$ cat config.mk
export PLATFORM = sky130hd
export DESIGN_NAME = cbus_xlat_top
export DESIGN_NICKNAME = d
export VERILOG_FILES = /design/src/common/cbus_pkg.sv /design/src/common/cbus_if.sv /design/src/hdl/cbus_arbiter.sv /design/src/hdl/cbus_xlat_top.sv /design/src/mmu/addr_translator.sv /design/src/mmu/xlat_regs.sv
export VERILOG_INCLUDE_DIRS = /design/src /design/src/common
export SDC_FILE = /design/constraint.sdc
export NUM_CORES = 1
export LEC_CHECK = 0
export ABC_AREA = 1
export BUFFER_PORTS_ARGS = -buffer_cell sky130_fd_sc_hd__buf_2
export CORE_ASPECT_RATIO = 0.5
export CORE_MARGIN = 4
export CORE_UTILIZATION = 49
export DETAILED_ROUTE_END_ITERATION = 16
export PLACE_DENSITY = 0.83
export REMOVE_ABC_BUFFERS = 1
export SLEW_MARGIN = 20
export SYNTH_ARGS = -nofsm -noshare
export SYNTH_HDL_FRONTEND = slang
export SYNTH_HIERARCHICAL = 1
export SYNTH_SLANG_ARGS = --single-unit
export TNS_END_PERCENT = 30
$ cat constraint.sdc
create_clock -name clk -period 7 [get_ports clk]
set_clock_uncertainty 0.1 [all_clocks]
set_input_delay 1.05 -clock clk [delete_from_list [all_inputs] [get_ports clk]]
set_output_delay 1.05 -clock clk [all_outputs]
set_load 0.005 [all_outputs]
$ cat src/common/cbus_cfg.svh
`ifndef CBUS_CFG_SVH
`define CBUS_CFG_SVH

// Number of clients in front of the arbiter.
`define CBUS_NUM_CLIENTS 2

// Translation geometry.
`define CBUS_NUM_PAGES 8
`define CBUS_PAGE_BITS 12

// Config register map, in word addresses.
`define CBUS_REG_MODE     0
`define CBUS_REG_PTE_BASE 1

`endif

$ cat src/common/cbus_pkg.sv
`default_nettype none

package cbus_pkg;

    typedef logic [31:0] vaddr_t;  // Virtual address as issued by a client.
    typedef logic [31:0] paddr_t;  // Physical address seen by memory.
    typedef logic [31:0] data_t;
    typedef logic [3:0]  strb_t;   // One enable per byte lane.
    typedef logic [19:0] ppn_t;

    // Page entry, also the register image below bit 21 of the config word.
    typedef struct packed {
        logic valid;
        ppn_t ppn;
    } pte_t;

    // Encodings follow the usual RISC-V privilege numbering.
    typedef enum logic [1:0] {
        PRIV_U = 2'd0,
        PRIV_S = 2'd1,
        PRIV_M = 2'd3
    } priv_t;

    typedef enum logic [1:0] {
        XLAT_IDLE,
        XLAT_LOOKUP,
        XLAT_MEM_WAIT,
        XLAT_RESPOND
    } xlat_state_t;

endpackage

`default_nettype wire

$ cat src/common/cbus_if.sv
`default_nettype none

interface cbus_if;
    import cbus_pkg::*;

    logic   valid;
    logic   write;  // High for a store.
    vaddr_t addr;
    data_t  wdata;
    strb_t  strb;
    logic   ready;  // Single-cycle response strobe.
    data_t  rdata;
    logic   fault;

    modport requester (
        output valid,
        output write,
        output addr,
        output wdata,
        output strb,
        input  ready,
        input  rdata,
        input  fault
    );

    modport responder (
        input  valid,
        input  write,
        input  addr,
        input  wdata,
        input  strb,
        output ready,
        output rdata,
        output fault
    );

endinterface

`default_nettype wire

$ cat src/hdl/cbus_arbiter.sv
`default_nettype none

`include "cbus_cfg.svh"

module cbus_arbiter #(
    parameter int num_clients = `CBUS_NUM_CLIENTS
) (
    input  logic      clk,
    input  logic      rst_n,
    cbus_if.responder clients [num_clients],
    cbus_if.requester downstream
);
    import cbus_pkg::*;

    localparam int idx_w = (num_clients > 1) ? $clog2(num_clients) : 1;

    logic [num_clients-1:0] req_valid;
    logic [num_clients-1:0] req_write;
    vaddr_t                 req_addr  [num_clients];
    data_t                  req_wdata [num_clients];
    strb_t                  req_strb  [num_clients];

    logic             grant_vld;
    logic [idx_w-1:0] grant_idx;
    logic             pick_any;
    logic [idx_w-1:0] pick_idx;

    // Flatten the interface array so the grant index can select from it.
    for (genvar i = 0; i < num_clients; i++) begin : g_client
        logic sel;

        assign sel = grant_vld && (grant_idx == idx_w'(i));

        assign req_valid[i] = clients[i].valid;
        assign req_write[i] = clients[i].write;
        assign req_addr[i]  = clients[i].addr;
        assign req_wdata[i] = clients[i].wdata;
        assign req_strb[i]  = clients[i].strb;

        assign clients[i].ready = sel && downstream.ready;
        assign clients[i].rdata = sel ? downstream.rdata : '0;
        assign clients[i].fault = sel && downstream.fault;
    end

    // Lowest index wins.
    always_comb begin
        pick_any = 1'b0;
        pick_idx = '0;
        for (int i = num_clients - 1; i >= 0; i--) begin
            if (req_valid[i]) begin
                pick_any = 1'b1;
                pick_idx = idx_w'(i);
            end
        end
    end

    always_ff @(posedge clk or negedge rst_n) begin
        if (!rst_n) begin
            grant_vld <= 1'b0;
            grant_idx <= '0;
        end else if (!grant_vld) begin
            grant_vld <= pick_any;
            grant_idx <= pick_idx;
        end else if (downstream.ready) begin
            grant_vld <= 1'b0;  // Free again on the edge after the response.
        end
    end

    assign downstream.valid = grant_vld && req_valid[grant_idx];
    assign downstream.write = req_write[grant_idx];
    assign downstream.addr  = req_addr[grant_idx];
    assign downstream.wdata = req_wdata[grant_idx];
    assign downstream.strb  = req_strb[grant_idx];

    // The granted client must keep its request up until it is answered.
    a_hold_valid: assert property (
        @(posedge clk) disable iff (!rst_n)
        downstream.valid && !downstream.ready |=> downstream.valid
    );

endmodule

`default_nettype wire

$ cat src/hdl/cbus_xlat_top.sv
`default_nettype none

`include "cbus_cfg.svh"

module cbus_xlat_top (
    input  logic             clk,
    input  logic             rst_n,
    input  cbus_pkg::priv_t  priv,
    input  logic             c0_valid,
    input  logic             c0_write,
    input  cbus_pkg::vaddr_t c0_addr,
    input  cbus_pkg::data_t  c0_wdata,
    input  cbus_pkg::strb_t  c0_strb,
    output logic             c0_ready,
    output cbus_pkg::data_t  c0_rdata,
    output logic             c0_fault,
    input  logic             c1_valid,
    input  logic             c1_write,
    input  cbus_pkg::vaddr_t c1_addr,
    input  cbus_pkg::data_t  c1_wdata,
    input  cbus_pkg::strb_t  c1_strb,
    output logic             c1_ready,
    output cbus_pkg::data_t  c1_rdata,
    output logic             c1_fault,
    output logic             mem_valid,
    output logic             mem_write,
    output cbus_pkg::paddr_t mem_addr,
    output cbus_pkg::data_t  mem_wdata,
    output cbus_pkg::strb_t  mem_strb,
    input  logic             mem_ready,
    input  cbus_pkg::data_t  mem_rdata,
    input  logic             cfg_cyc,
    input  logic             cfg_stb,
    input  logic             cfg_we,
    input  logic [3:0]       cfg_adr,
    input  cbus_pkg::data_t  cfg_dat_w,
    output cbus_pkg::data_t  cfg_dat_r,
    output logic             cfg_ack
);
    import cbus_pkg::*;

    pte_t pte_tab [`CBUS_NUM_PAGES];
    logic xlat_en;

    cbus_if client_bus [2] ();
    cbus_if link ();

    // Client 0 is the higher priority port.
    assign client_bus[0].valid = c0_valid;
    assign client_bus[0].write = c0_write;
    assign client_bus[0].addr  = c0_addr;
    assign client_bus[0].wdata = c0_wdata;
    assign client_bus[0].strb  = c0_strb;
    assign c0_ready            = client_bus[0].ready;
    assign c0_rdata            = client_bus[0].rdata;
    assign c0_fault            = client_bus[0].fault;

    assign client_bus[1].valid = c1_valid;
    assign client_bus[1].write = c1_write;
    assign client_bus[1].addr  = c1_addr;
    assign client_bus[1].wdata = c1_wdata;
    assign client_bus[1].strb  = c1_strb;
    assign c1_ready            = client_bus[1].ready;
    assign c1_rdata            = client_bus[1].rdata;
    assign c1_fault            = client_bus[1].fault;

    cbus_arbiter #(
        .num_clients (2)
    ) i_cbus_arbiter (
        .clk        (clk),
        .rst_n      (rst_n),
        .clients    (client_bus),
        .downstream (link)
    );

    addr_translator i_addr_translator (
        .clk       (clk),
        .rst_n     (rst_n),
        .upstream  (link),
        .priv      (priv),
        .xlat_en   (xlat_en),
        .pte       (pte_tab),
        .mem_valid (mem_valid),
        .mem_write (mem_write),
        .mem_addr  (mem_addr),
        .mem_wdata (mem_wdata),
        .mem_strb  (mem_strb),
        .mem_ready (mem_ready),
        .mem_rdata (mem_rdata)
    );

    xlat_regs i_xlat_regs (
        .clk       (clk),
        .rst_n     (rst_n),
        .cfg_cyc   (cfg_cyc),
        .cfg_stb   (cfg_stb),
        .cfg_we    (cfg_we),
        .cfg_adr   (cfg_adr),
        .cfg_dat_w (cfg_dat_w),
        .cfg_dat_r (cfg_dat_r),
        .cfg_ack   (cfg_ack),
        .xlat_en   (xlat_en),
        .pte       (pte_tab)
    );

endmodule

`default_nettype wire

$ cat src/mmu/addr_translator.sv
`default_nettype none

`include "cbus_cfg.svh"

module addr_translator (
    input  logic             clk,
    input  logic             rst_n,
    cbus_if.responder        upstream,
    input  cbus_pkg::priv_t  priv,
    input  logic             xlat_en,
    input  cbus_pkg::pte_t   pte [`CBUS_NUM_PAGES],
    output logic             mem_valid,
    output logic             mem_write,
    output cbus_pkg::paddr_t mem_addr,
    output cbus_pkg::data_t  mem_wdata,
    output cbus_pkg::strb_t  mem_strb,
    input  logic             mem_ready,
    input  cbus_pkg::data_t  mem_rdata
);
    import cbus_pkg::*;

    localparam int pg_idx_w = $clog2(`CBUS_NUM_PAGES);
    localparam int vpn_w    = $bits(vaddr_t) - `CBUS_PAGE_BITS;

    xlat_state_t state;
    logic        req_write;
    vaddr_t      req_addr;
    data_t       req_wdata;
    strb_t       req_strb;
    paddr_t      phys_addr;
    data_t       rdata_q;
    logic        fault_q;

    logic [vpn_w-1:0] vpn;
    pte_t             entry;
    logic             bypass;
    logic             miss;
    paddr_t           mapped;

    always_comb begin
        vpn    = req_addr[$bits(vaddr_t)-1:`CBUS_PAGE_BITS];
        entry  = pte[vpn[pg_idx_w-1:0]];
        bypass = (priv == PRIV_M) || !xlat_en;
        miss   = (vpn >= `CBUS_NUM_PAGES) || !entry.valid;
        mapped = {entry.ppn, req_addr[`CBUS_PAGE_BITS-1:0]};
    end

    always_ff @(posedge clk or negedge rst_n) begin
        if (!rst_n) begin
            state     <= XLAT_IDLE;
            mem_valid <= 1'b0;
            fault_q   <= 1'b0;
        end else begin
            case (state)
                XLAT_IDLE: begin
                    if (upstream.valid) begin
                        state <= XLAT_LOOKUP;
                    end
                end
                XLAT_LOOKUP: begin
                    if (!bypass && miss) begin
                        fault_q <= 1'b1;  // Skip memory entirely.
                        state   <= XLAT_RESPOND;
                    end else begin
                        fault_q   <= 1'b0;
                        mem_valid <= 1'b1;
                        state     <= XLAT_MEM_WAIT;
                    end
                end
                XLAT_MEM_WAIT: begin
                    if (mem_ready) begin
                        mem_valid <= 1'b0;
                        state     <= XLAT_RESPOND;
                    end
                end
                default: state <= XLAT_IDLE;
            endcase
        end
    end

    always_ff @(posedge clk) begin
        if (state == XLAT_IDLE && upstream.valid) begin
            req_write <= upstream.write;
            req_addr  <= upstream.addr;
            req_wdata <= upstream.wdata;
            req_strb  <= upstream.strb;
        end
        if (state == XLAT_LOOKUP) begin
            phys_addr <= bypass ? paddr_t'(req_addr) : mapped;
            if (!bypass && miss) begin
                rdata_q <= '0;
            end
        end
        if (state == XLAT_MEM_WAIT && mem_ready) begin
            rdata_q <= mem_rdata;
        end
    end

    assign upstream.ready = (state == XLAT_RESPOND);
    assign upstream.rdata = rdata_q;
    assign upstream.fault = fault_q;

    assign mem_write = req_write;
    assign mem_addr  = phys_addr;
    assign mem_wdata = req_wdata;
    assign mem_strb  = req_strb;

    // Memory must be quiet while the client is being answered.
    a_no_mem_in_respond: assert property (
        @(posedge clk) disable iff (!rst_n)
        state == XLAT_RESPOND |-> !mem_valid
    );

endmodule

`default_nettype wire

$ cat src/mmu/xlat_regs.sv
`default_nettype none

`include "cbus_cfg.svh"

module xlat_regs (
    input  logic            clk,
    input  logic            rst_n,
    input  logic            cfg_cyc,
    input  logic            cfg_stb,
    input  logic            cfg_we,
    input  logic [3:0]      cfg_adr,
    input  cbus_pkg::data_t cfg_dat_w,
    output cbus_pkg::data_t cfg_dat_r,
    output logic            cfg_ack,
    output logic            xlat_en,
    output cbus_pkg::pte_t  pte [`CBUS_NUM_PAGES]
);
    import cbus_pkg::*;

    logic access;
    logic wr_en;

    // One access per cycle of cyc and stb, ack blocks a repeat.
    assign access = cfg_cyc && cfg_stb && !cfg_ack;
    assign wr_en  = access && cfg_we;

    always_ff @(posedge clk or negedge rst_n) begin
        if (!rst_n) begin
            cfg_ack <= 1'b0;
            xlat_en <= 1'b0;
            for (int i = 0; i < `CBUS_NUM_PAGES; i++) begin
                pte[i] <= '0;
            end
        end else begin
            cfg_ack <= access;
            if (wr_en && cfg_adr == 4'(`CBUS_REG_MODE)) begin
                xlat_en <= cfg_dat_w[0];
            end
            for (int i = 0; i < `CBUS_NUM_PAGES; i++) begin
                if (wr_en && cfg_adr == 4'(`CBUS_REG_PTE_BASE + i)) begin
                    pte[i] <= pte_t'(cfg_dat_w[$bits(pte_t)-1:0]);  // Bit 20 valid.
                end
            end
        end
    end

    // Unmapped addresses fall through as zero.
    always_comb begin
        cfg_dat_r = '0;
        if (cfg_adr == 4'(`CBUS_REG_MODE)) begin
            cfg_dat_r = data_t'(xlat_en);
        end
        for (int i = 0; i < `CBUS_NUM_PAGES; i++) begin
            if (cfg_adr == 4'(`CBUS_REG_PTE_BASE + i)) begin
                cfg_dat_r = data_t'(pte[i]);
            end
        end
    end

    a_ack_single: assert property (
        @(posedge clk) disable iff (!rst_n)
        cfg_ack && cfg_stb |=> !cfg_ack
    );

endmodule

`default_nettype wire

After elaboration in Yosys (flattened, before gate mapping) --
Index checks and enable logic that the tools add are counted.
Storage, ports and cells: bits in latches 0, bits in read-only memories 0, memories kept 0, output and inout bits 171, input port bits 216, logic and storage cells 131, bits in writable memories 0, register bits 309
Operators by class: $mul 0, multiplexer cells 44, shift-type cells 0, bitwise logic cells 3, divide/modulo/power cells 0, equal/unequal tests 15, add/sub/neg operators 0, magnitude comparators 4, reductions and logical operators 36
Operator list (count):
- $mux 32 | 12
- $mux 21 | 10
- $bmux 21 s3 | 1
- $logic_and 1x1->1 | 22
- $ge 20x4->1 const B | 1
- $eq 4x3->1 const B | 4
- $mux 1 | 14
- $mux 4 | 3
- $eq 4x2->1 const B | 2
- $eq 2x2->1 const B | 3
- $pmux 2 s3 | 1
- $reduce_bool 2->1 | 3
- $eq 4x1->1 const B | 1
- $eq 4x4->1 const B | 1
- $ge 4x4->1 const B | 1
- $logic_not 1->1 | 4
- $logic_not 4->1 | 1
- $mux 2 | 2
- $ne 2x2->1 const B | 2
- $not 3->4 | 1
- $reduce_and 2->1 | 2
- $reduce_and 3->1 | 1
- $eq 2x1->1 const B | 1
- $ge 2x2->1 const B | 1
- other kinds (7) | 8

Longest topological paths before layout --
Gate-level depths: netlist of run 1.
depth in word-level cells 10, depth in mapped cells 11, depth with buffers taken out 10

Modules after synthesis --
Netlist of run 1, hierarchy kept.
By module, submodules not included:
- xlat_regs | cells each 867, sequential area each 4254.1 µm², area an instance 7516.0 µm², times used 1
- addr_translator | cells each 587, sequential area each 4093.9 µm², area an instance 6276.0 µm², times used 1
- cbus_arbiter | cells each 346, sequential area each 50.0 µm², area an instance 1420.1 µm², times used 1

Worst setup path before layout of run 1 --
OpenSTA, ideal clock, no wires.
kind input-to-output, start point input port cfg_adr[0], end point output port cfg_dat_r[10], required time 5850 ps, buffers on the path 2, setup slack 3862 ps, data arrival time 1988 ps, cell stages on the path 7, path through buf_4 > nor2_2 > inv_2 > nor3_4 > clkbuf_1 > nand2_1 > nand4_1
On the way: cells in the longest elaborated chain, start to end 9, elaborated cells on any way between the ends 16, those cells by class 8 x eq/ne; 8 x mux
Ends and longest elaborated chain:
- start: declaration | line cbus_xlat_top.sv:35 | input logic [3:0] cfg_adr,
- $eq 4x1->1 | line xlat_regs.sv:54 | if (cfg_adr == 4'(`CBUS_REG_PTE_BASE + i)) begin
- $mux 21 (7 in a row) | line xlat_regs.sv:54
- $mux 21 (*) | line xlat_regs.sv:54
- end: declaration | line cbus_xlat_top.sv:37 | output cbus_pkg::data_t cfg_dat_r,
Every way passes the cells marked *; elsewhere a longest branch is shown, timed or not.

Final worst setup path of run 1 --
start point input port cfg_adr[0], end point output port cfg_dat_r[9]
Same word-level chain as after synthesis.

==> impl_metrics.json, run 1 <==
{
  "status": "completed",
  "cp-end-kind": "output port",
  "drc": 0,
  "p_sw_mw": 1.91,
  "cp-startpoint": "cfg_adr[0]",
  "antenna_left": 0,
  "ctsLongestPathBuffers": 3,
  "ioPinCount": 387,
  "critical_path.cell_chain": "buf_2 -> nand2_2 -> nor2_2 -> inv_1 -> nor2_1 -> nor2_1 -> nand3_1 -> nand2_1 -> nand3_1 -> buf_2",
  "path_clk_slew_ns": 0.06,
  "max_slew_margin_pct": 17.2,
  "synth.avg_cell_area_um2": 8.45,
  "rsz0062_at_grt": "no",
  "cp.required_ns": 5.85,
  "num_vias": 14000,
  "netlist_instances": 1800,
  "rr_startpoint": "i_cbus_arbiter/grant_idx",
  "cap_violations": 0,
  "leakage_nw": 8.70,
  "cts_resized": 0,
  "overflow": 0,
  "drt-initial-drc-count": 1718,
  "wl_per_cell_um": 18.2,
  "netlist_area_mm2": 0.0152,
  "coreArea_mm2": 0.0305,
  "die_x_um": 257,
  "fin_area_mm2": 0.0180,
  "firstDrtPassIters": 6,
  "intPower_mw": 3.80,
  "wl_um": 46400,
  "worstMarginPinSlew_ns": 1.24,
  "grt_max_degree": 83,
  "peakVddDrop_mv": 0.203,
  "nNetsFinal": 2321,
  "vias_per_cell": 5.49,
  "cts_inserted_buffers": 29,
  "dpl.hpwl_um": 29500,
  "place_ws_ns": 2.51,
  "row_count": 45,
  "synth_warnings": 6,
  "power.share.sequential_pct": 43.5,
  "antenna_found_initial": 2,
  "grt_usage_pct": 25.9,
  "cts-root-buf": "clkbuf_16",
  "ys_seq_elements": 309,
  "critPathMaxStageDelay_ns": 0.98,
  "startpoint_type": "input port",
  "port_buffers": 364,
  "placed_area_mm2": 0.0170,
  "cts_sinks": 309,
  "ys_seq_area_share_pct": 55.2,
  "critPathMaxFanout": 20,
  "initial_utilization_pct": 49.9,
  "setup_ws_ns": 2.41,
  "diodes": 0,
  "mostFrequentLayoutCell": "nand2_1",
  "setup_viol_count_final": 0,
  "clkLatencyLatePin_ns": 0.55,
  "worstPathArrival_ns": 3.44,
  "p_clk_share_pct": 29.1,
  "crit_type": "in2out",
  "area_growth_pct": 18.5,
  "dieArea_mm2": 0.0341,
  "tns_ns": 0,
  "mostFrequentLayoutCells": "nand2_1, buf_2, nor2_1, dfrtp_1, o21ai_0",
  "cts_setup_buffers": 0,
  "grt_pass1_vias": 13000,
  "fmax_mhz": 218,
  "cts_max_level": 1,
  "period_needed_ns": 4.59,
  "grt_pass1_wl_um": 70900,
  "place.gp.congestion": 0.889,
  "finalHoldViolCount": 0,
  "min_from": "i_addr_translator/req_addr[4]",
  "hold_class": "reg2reg",
  "power_density_mw_per_mm2": 317,
  "layout-drive-gt1-share_pct": 22.6,
  "synth_cell_types": 36,
  "swShare_pct": 33.4,
  "cp_slowest_cell": "nor2_2",
  "cts_hold_buf": 0,
  "period_share_pct": 65.6,
  "comb_power_share_pct": 27.4,
  "cts_tree": "built",
  "dieHeight_um": 133,
  "slew_viol_final": 0
}
[worst max-delay path: cells and delay by family]
family | cells | cell delay [ns]
buf+inv | 3 | 0.80
simple gates | 7 | 1.57
[state kept, by name (all words and copies together) (netlist names)]
register,count
i_addr_translator/mem_addr,32
i_addr_translator/mem_strb,4
i_addr_translator/mem_valid,1
i_addr_translator/mem_wdata,32
i_addr_translator/mem_write,1
i_addr_translator/req_addr,32
i_addr_translator/state,2
i_addr_translator/upstream.fault,1
i_addr_translator/upstream.rdata,32
i_cbus_arbiter/grant_idx,1
i_cbus_arbiter/grant_vld,1
i_xlat_regs/cfg_ack,1
i_xlat_regs/pte,168
i_xlat_regs/xlat_en,1
[synthesized netlist by cell type, drive strengths merged]
cell type,n,area [um2]
clkbuf,16,62.6
inv,134,513
a211oi,1,7.51
o31ai,2,15.0
o221ai,3,26.3
o211ai,24,215
ha,5,62.6
edfxtp,133,3990
nand2,572,2190
conb,1,3.75
o22ai,36,225
nand4,37,231
nor4,1,12.5
nor3,4,31.3
dfrtp,176,4400
a21oi,4,20.0
o21ai,263,1330
nand3,62,310
nor2,223,916
buf,103,647
[power groups by stage]
stage / Clock, mW / Sequential [mW] / Combinational (mW)
4_1_cts: 1.69 / 2.48 / 1.56
5_1_grt: 1.76 / 2.52 / 1.74
3_3_place_gp: 0 / 2.50 / 1.51
2_1_floorplan: 0 / 2.54 / 0.826
3_5_place_dp: 0 / 2.51 / 1.55
6_report: 1.66 / 2.49 / 1.56
[final timing paths]
path	to	slack, ns	depth (start not counted)
min reg2reg	i_addr_translator/mem_addr[4]	0.32	0
max reg2reg	i_addr_translator/mem_wdata[2]	3.99	7
min in group asynchronous	i_xlat_regs/pte[17]	0.35	1
max	cfg_dat_r[9]	2.41	10
max in group asynchronous	i_cbus_arbiter/grant_idx	5.27	2
min	i_addr_translator/mem_addr[4]	0.32	0
[kinds of logic (layout without fill, tap and decap cells)]
| kind of cell | Yosys count | count (layout) | share of synthesized area (%) |
|---|---|---|---|
| compound gates | 333 | 333 | 12.1 |
| other cells | 1 | 11 | 0.0247 |
| flops | 309 | 309 | 55.2 |
| fa+ha+maj | 5 | 5 | 0.411 |
| buf+inv | 253 | 565 | 8.04 |
| simple gates | 899 | 899 | 24.2 |
[cell type report]
cell class,count,area (um2)
Inverter,134,513
Clock buffer,40,797
Sequential cell,309,8400
Tap cell,423,529
Fill cell,2649,12400
Clock inverter,13,203
Multi-Input combinational cell,1248,5650
Timing Repair Buffer,378,1940
[through the flow]
step / utilization, % / hold slack (ns) / cells / power [mW]
finish: 59.2 / 0.323 / 2545 / 5.71
global route: 59.2 / 0.334 / 2545 / 6.02
detailed placement: 55.9 / 0.309 / 2492 / 4.06
floorplan: - / 0.300 / 1691 / 3.37
global placement: 55.9 / 0.302 / 2492 / 4.01
CTS: 59.2 / 0.324 / 2545 / 5.73
[metal layers]
layer / vias to the layer above / part of all wire [%] / global-route usage [%]
li1: 6486 / - / -
met1: 6514 / 38 / 34.4
met5: - / 0.028 / 0
met2: 808 / 48 / 43.0
met4: 2 / 3.7 / 8.96
met3: 160 / 10 / 5.13
Power figures use the tool's default switching activity.
==> run 2: changes to the inputs <==
--- a/config.mk
+++ b/config.mk
@@ -12,7 +12,7 @@
 export CORE_MARGIN = 4
 export CORE_UTILIZATION = 49
 export DETAILED_ROUTE_END_ITERATION = 16
-export PLACE_DENSITY = 0.83
+export PLACE_DENSITY = 0.86
 export REMOVE_ABC_BUFFERS = 1
 export SLEW_MARGIN = 20
 export SYNTH_ARGS = -nofsm -noshare
==> constraint.sdc (replaced) <==
create_clock -name clk -period 3.75 [get_ports clk]
set_clock_uncertainty 0.1 [all_clocks]
set_input_delay 0.5625 -clock clk [delete_from_list [all_inputs] [get_ports clk]]
set_output_delay 0.5625 -clock clk [all_outputs]
set_load 0.005 [all_outputs]
==> run 2 against run 1 <==
  * Combinational power increased by 88%
  * Clock power increased by 80%
  * First-iteration DRC count increased by 14%
  * Final area increased by 0.76%
  * Global-route usage increased by 0.24 points
  * Hold slack got worse by 0.18 ns
  * Sequential share of layout area decreased by 0.35 points
  * Critical path type is now reg2out
  * Largest power group unchanged
  * Highest routed layer unchanged
==> impl_metrics.json, run 2 (synthesized netlist as in run 1, its figures left out) <==
{
  "crit_type": "reg2out",
  "peakVddDrop_mv": 0.381,
  "layout-drive-gt1-share_pct": 23.0,
  "critPathMaxStageDelay_ns": 0.48,
  "die_x_um": 257,
  "wl_per_cell_um": 18.2,
  "worstPathArrival_ns": 2.35,
  "grt_pass1_vias": 13300,
  "place.gp.congestion": 0.915,
  "port_buffers": 364,
  "critPathMaxFanout": 71,
  "nFillCells": 2580,
  "cts_inserted_buffers": 30,
  "ctsLongestPathBuffers": 3,
  "antenna_found_initial": 3,
  "dieArea_mm2": 0.0341,
  "cts_sinks": 309,
  "cap_violations": 0,
  "setup_viol_count_final": 0,
  "rsz0062_at_grt": "no",
  "regArea_mm2": 0.00840,
  "max_slew_margin_pct": 36.9,
  "status": "completed",
  "multi_input_area_mm2": 0.00563,
  "area_growth_pct": 19.4,
  "cp-end-kind": "output port",
  "nNetsFinal": 2339,
  "grt_max_degree": 74,
  "leakage_nw": 8.79,
  "cts_max_level": 1,
  "place_ws_ns": 0.848,
  "dieHeight_um": 133,
  "ioPinCount": 387,
  "worstHoldPathCells": 3,
  "slew_viol_final": 0,
  "vias_per_cell": 5.53,
  "setup_ws_ns": 0.740,
  "row_count": 45,
  "largest_reg_flops": 168,
  "initial_utilization_pct": 49.9,
  "placed_area_mm2": 0.0172,
  "antenna_left": 0,
  "startpoint_type": "flop",
  "power_density_mw_per_mm2": 582,
  "path_clk_slew_ns": 0.06,
  "clkLatencyLatePin_ns": 0.57,
  "grt_usage_pct": 26.1,
  "dpl.hpwl_um": 30900,
  "firstDrtPassIters": 6,
  "fmax_mhz": 332,
  "cts-root-buf": "clkbuf_16",
  "critical_path.cell_chain": "inv_4 -> nand2_4 -> nor2_1 -> buf_2",
  "top_register": "i_xlat_regs/pte",
  "num_vias": 14200,
  "mostFrequentLayoutCells": "nand2_1, buf_2, nor2_1, dfrtp_1, o21ai_0",
  "wl_um": 46800,
  "grt_pass1_wl_um": 71700,
  "hold_class": "in2reg",
  "finalHoldViolCount": 0,
  "reg2regPathDepth": 9,
  "overflow": 0,
  "mostFrequentLayoutCell": "nand2_1",
  "period_share_pct": 80.3,
  "fin_area_mm2": 0.0182,
  "worstMarginPinSlew_ns": 0.944,
  "cts_tree": "built",
  "period_needed_ns": 3.01,
  "cts_resized": 0,
  "drc": 0,
  "coreArea_mm2": 0.0305,
  "cp_slowest_cell": "inv_4",
  "drt-initial-drc-count": 1965,
  "cp.required_ns": 3.09
}
run 2: report_power, final:
part	switching, mW	internal (mW)	leakage, nW
logic	1.97	0.965	4.72
registers	0.330	4.31	3.59
clock network	1.27	1.71	0.481
run 2: layout make-up:
type | count | share of cell area (%)
flip-flops and latches | 309 | 46.2
well taps | 423 | 2.91
inverters | 134 | 2.82
clock buffers | 52 | 5.23
diodes | 1 | 0.0138
clock inverters | 4 | 0.145
multi-input cells | 1248 | 31.0
repair buffers | 395 | 11.6
run 2: through the flow:
stage	hold WS, ns	cells	total power [mW]	TNS [ns]	utilization (%)
4_1_cts	0.123	2565	10.6	0	59.6
3_5_place_dp	0.309	2508	7.60	0	56.4
2_1_floorplan	0.167	1691	6.29	-3.61	-
3_3_place_gp	0.301	2508	7.50	0	56.4
5_1_grt	0.133	2566	11.1	0	59.6
6_report	0.140	2566	10.6	0	59.6
run 2: final timing paths:
check	startpoint	endpoint	slack [ns]
worst max-delay path	i_cbus_arbiter/grant_idx	c0_fault	0.74
worst min-delay path	cfg_stb	i_xlat_regs/cfg_ack	0.14
worst max register to register	i_addr_translator/req_addr[12]	i_addr_translator/upstream.rdata[2]	1.41
worst min register to register	i_addr_translator/req_addr[3]	i_addr_translator/mem_addr[3]	0.32
max in group asynchronous	rst_n	i_xlat_regs/pte[146]	2.11
min in group asynchronous	rst_n	i_xlat_regs/pte[53]	0.46
run 2: layer usage:
metal	share of wire (%)	up-vias	GRT usage, %
met5	0.028	-	0
met4	4.9	2	11.9
met3	11	171	5.37
met2	46	899	42.2
met1	38	6581	34.4
li1	-	6533	-
run 2: timing repair:
action	4_1_cts	5_1_grt
hold buffers	1	0
setup endpoints to repair	0	0
endpoints found under the hold margin	64	0
setup buffers	0	0
run 2: worst max-delay path, delay by kind of cell, from the launching register on:
kind / cells / cell delay [ns]
and+or+nand+nor: 2 / 0.71
DFF: 1 / 0.42
buffers and inverters: 2 / 0.66
==> run 3: changes to the inputs <==
--- a/config.mk
+++ b/config.mk
@@ -12,7 +12,7 @@
 export CORE_MARGIN = 4
 export CORE_UTILIZATION = 49
 export DETAILED_ROUTE_END_ITERATION = 16
-export PLACE_DENSITY = 0.86
+export PLACE_DENSITY = 0.83
 export REMOVE_ABC_BUFFERS = 1
 export SLEW_MARGIN = 20
 export SYNTH_ARGS = -nofsm -noshare
==> constraint.sdc (replaced) <==
create_clock -name clk -period 2.9 [get_ports clk]
set_clock_uncertainty 0.1 [all_clocks]
set_input_delay 0.435 -clock clk [delete_from_list [all_inputs] [get_ports clk]]
set_output_delay 0.435 -clock clk [all_outputs]
set_load 0.005 [all_outputs]
==> run 3 against run 2 <==
  * Via count shrank 0.25%
  * Routed wire length increased by 0.78%
  * Register-to-register slack got worse by 0.83 ns
  * Critical path type is now in2out
  * Largest cell class unchanged
==> impl_metrics.json, run 3 (synthesized netlist as in run 1, its figures left out) <==
{
  "crit_type": "in2out",
  "status": "completed",
  "num_vias": 14200,
  "worstHoldPathCells": 3,
  "rr_startpoint": "i_addr_translator/req_addr[12]",
  "cts_setup_buffers": 0,
  "min_to": "i_xlat_regs/cfg_ack",
  "multi_input_area_mm2": 0.00563,
  "timing.rr.end": "i_addr_translator/mem_addr[28]",
  "cp-end-kind": "output port",
  "grt_pass1_wl_um": 72000,
  "startpoint_type": "input port",
  "wl_per_cell_um": 18.3,
  "worstMarginPinSlew_ns": 0.720,
  "setup_viol_count_final": 0,
  "row_count": 45,
  "clkLatencyLatePin_ns": 0.56,
  "cts_inserted_buffers": 29,
  "path_clk_slew_ns": 0.06,
  "nFillCells": 2627,
  "dieArea_mm2": 0.0341,
  "reg2regPathDepth": 6,
  "coreArea_mm2": 0.0305,
  "power_density_mw_per_mm2": 747,
  "tns_ns": 0,
  "hold_class": "in2reg",
  "largest_reg_flops": 168,
  "cp.required_ns": 2.37,
  "mostFrequentLayoutCells": "nand2_1, buf_2, nor2_1, dfrtp_1, o21ai_0",
  "max_slew_margin_pct": 52.0,
  "layout-drive-gt1-share_pct": 23.4,
  "worstPathArrival_ns": 2.08,
  "cts_sinks": 309,
  "cap_violations": 0,
  "period_share_pct": 90.1,
  "period_needed_ns": 2.61,
  "critPathMaxFanout": 20,
  "regArea_mm2": 0.00840,
  "place.gp.congestion": 0.899,
  "dieHeight_um": 133,
  "cts_max_level": 1,
  "dpl.hpwl_um": 31900,
  "vias_per_cell": 5.49,
  "mostFrequentLayoutCell": "nand2_1",
  "finalHoldViolCount": 0,
  "die_x_um": 257,
  "slew_viol_final": 0,
  "firstDrtPassIters": 6,
  "rsz0062_at_grt": "no",
  "cts_tree": "built",
  "antenna_found_initial": 1,
  "fin_util_pct": 60.0,
  "antenna_left": 0,
  "nNetsFinal": 2352,
  "wl_um": 47100,
  "area_growth_pct": 20.1,
  "cts-root-buf": "clkbuf_16",
  "drc": 0,
  "grt_max_degree": 70,
  "diodes": 0,
  "min_from": "cfg_stb",
  "cts_resized": 0,
  "ctsLongestPathBuffers": 3,
  "top_register": "i_xlat_regs/pte",
  "ioPinCount": 387,
  "leakage_nw": 8.84,
  "cts_hold_buf": 2,
  "drt-initial-drc-count": 1678,
  "fmax_mhz": 383,
  "port_buffers": 364,
  "ff2ff_setup_slack_ns": 0.58,
  "grt_usage_pct": 26.3,
  "initial_utilization_pct": 49.9,
  "grt_pass1_vias": 13300,
  "overflow": 0,
  "peakVddDrop_mv": 0.566
}
==> run 3: cell types whose count changed in the layout (fill, tap and decap cells not counted) <==
cell	previous run	this run
clkbuf_1	12	11
dlygate4sd3_1	1	2
clkbuf_16	32	31
bufinv_16	0	1
clkinv_2	1	4
clkinv_4	0	2
inv_6	2	1
buf_4	26	36
diode_2	1	0
clkbuf_8	7	3
buf_12	4	7
inv_4	4	3
clkbuf_4	1	0
==> run 3: how the worst max path moves through the flow <==
stage,startpoint,to,cells past startpoint,slack (ns)
CTS,cfg_adr[0],cfg_dat_r[0],11,0.38
global route,cfg_adr[0],cfg_dat_r[9],11,0.22
finish,cfg_adr[0],cfg_dat_r[9],11,0.29
floorplan,i_cbus_arbiter/grant_idx,i_addr_translator/mem_strb[0],5,-0.90
detailed placement,cfg_adr[0],cfg_dat_r[0],11,0.37
global placement,cfg_adr[0],cfg_dat_r[9],11,0.37
==> run 3: area by class of cell <==
| cell class | instances | area share [%] |
|---|---|---|
| clock buffer | 45 | 4.70 |
| clock inverter | 8 | 0.404 |
| inverter | 134 | 2.81 |
| multi-input combinational | 1248 | 30.8 |
| sequential | 309 | 46.0 |
| tap | 423 | 2.90 |
| timing repair buffer | 409 | 12.4 |
==> run 3: routing by layer <==
metal | part of all wire, % | global-route usage, % | vias up
met5 | 0 | 0 | -
met4 | 4.9 | 12.1 | 0
met3 | 9.8 | 4.48 | 169
met2 | 46 | 42.3 | 866
met1 | 39 | 35.1 | 6569
li1 | - | - | 6546
==> run 3: per-stage QoR <==
| step | hold slack (ns) | setup WS, ns | cells | area [um2] | total power, mW |
|---|---|---|---|---|---|
| final | 0.0165 | 0.287 | 2576 | 18300 | 13.6 |
| after detailed placement | 0.310 | 0.366 | 2521 | 17300 | 9.88 |
| after floorplan | 0.0394 | -0.902 | 1691 | 14500 | 8.13 |
| after global placement | 0.301 | 0.368 | 2521 | 17300 | 9.73 |
| after global routing | 0.0150 | 0.223 | 2576 | 18300 | 14.3 |
| after CTS | 0.00469 | 0.377 | 2576 | 18300 | 13.7 |
==> run 3: worst max-delay path, stage by stage <==
cell     delay, ns
buf_2         0.42
nand2_2       0.18
nor2_1        0.23
buf_12        0.22
inv_1         0.11
nor2_1        0.10
nor2_1        0.05
nand3_1       0.08
nand2_1       0.06
nand3_1       0.07
buf_2         0.11
==> run 3: power by group <==
| part | internal (mW) | switching [mW] |
|---|---|---|
| registers | 5.58 | 0.438 |
| logic | 1.28 | 2.56 |
| clock network | 2.13 | 1.66 |
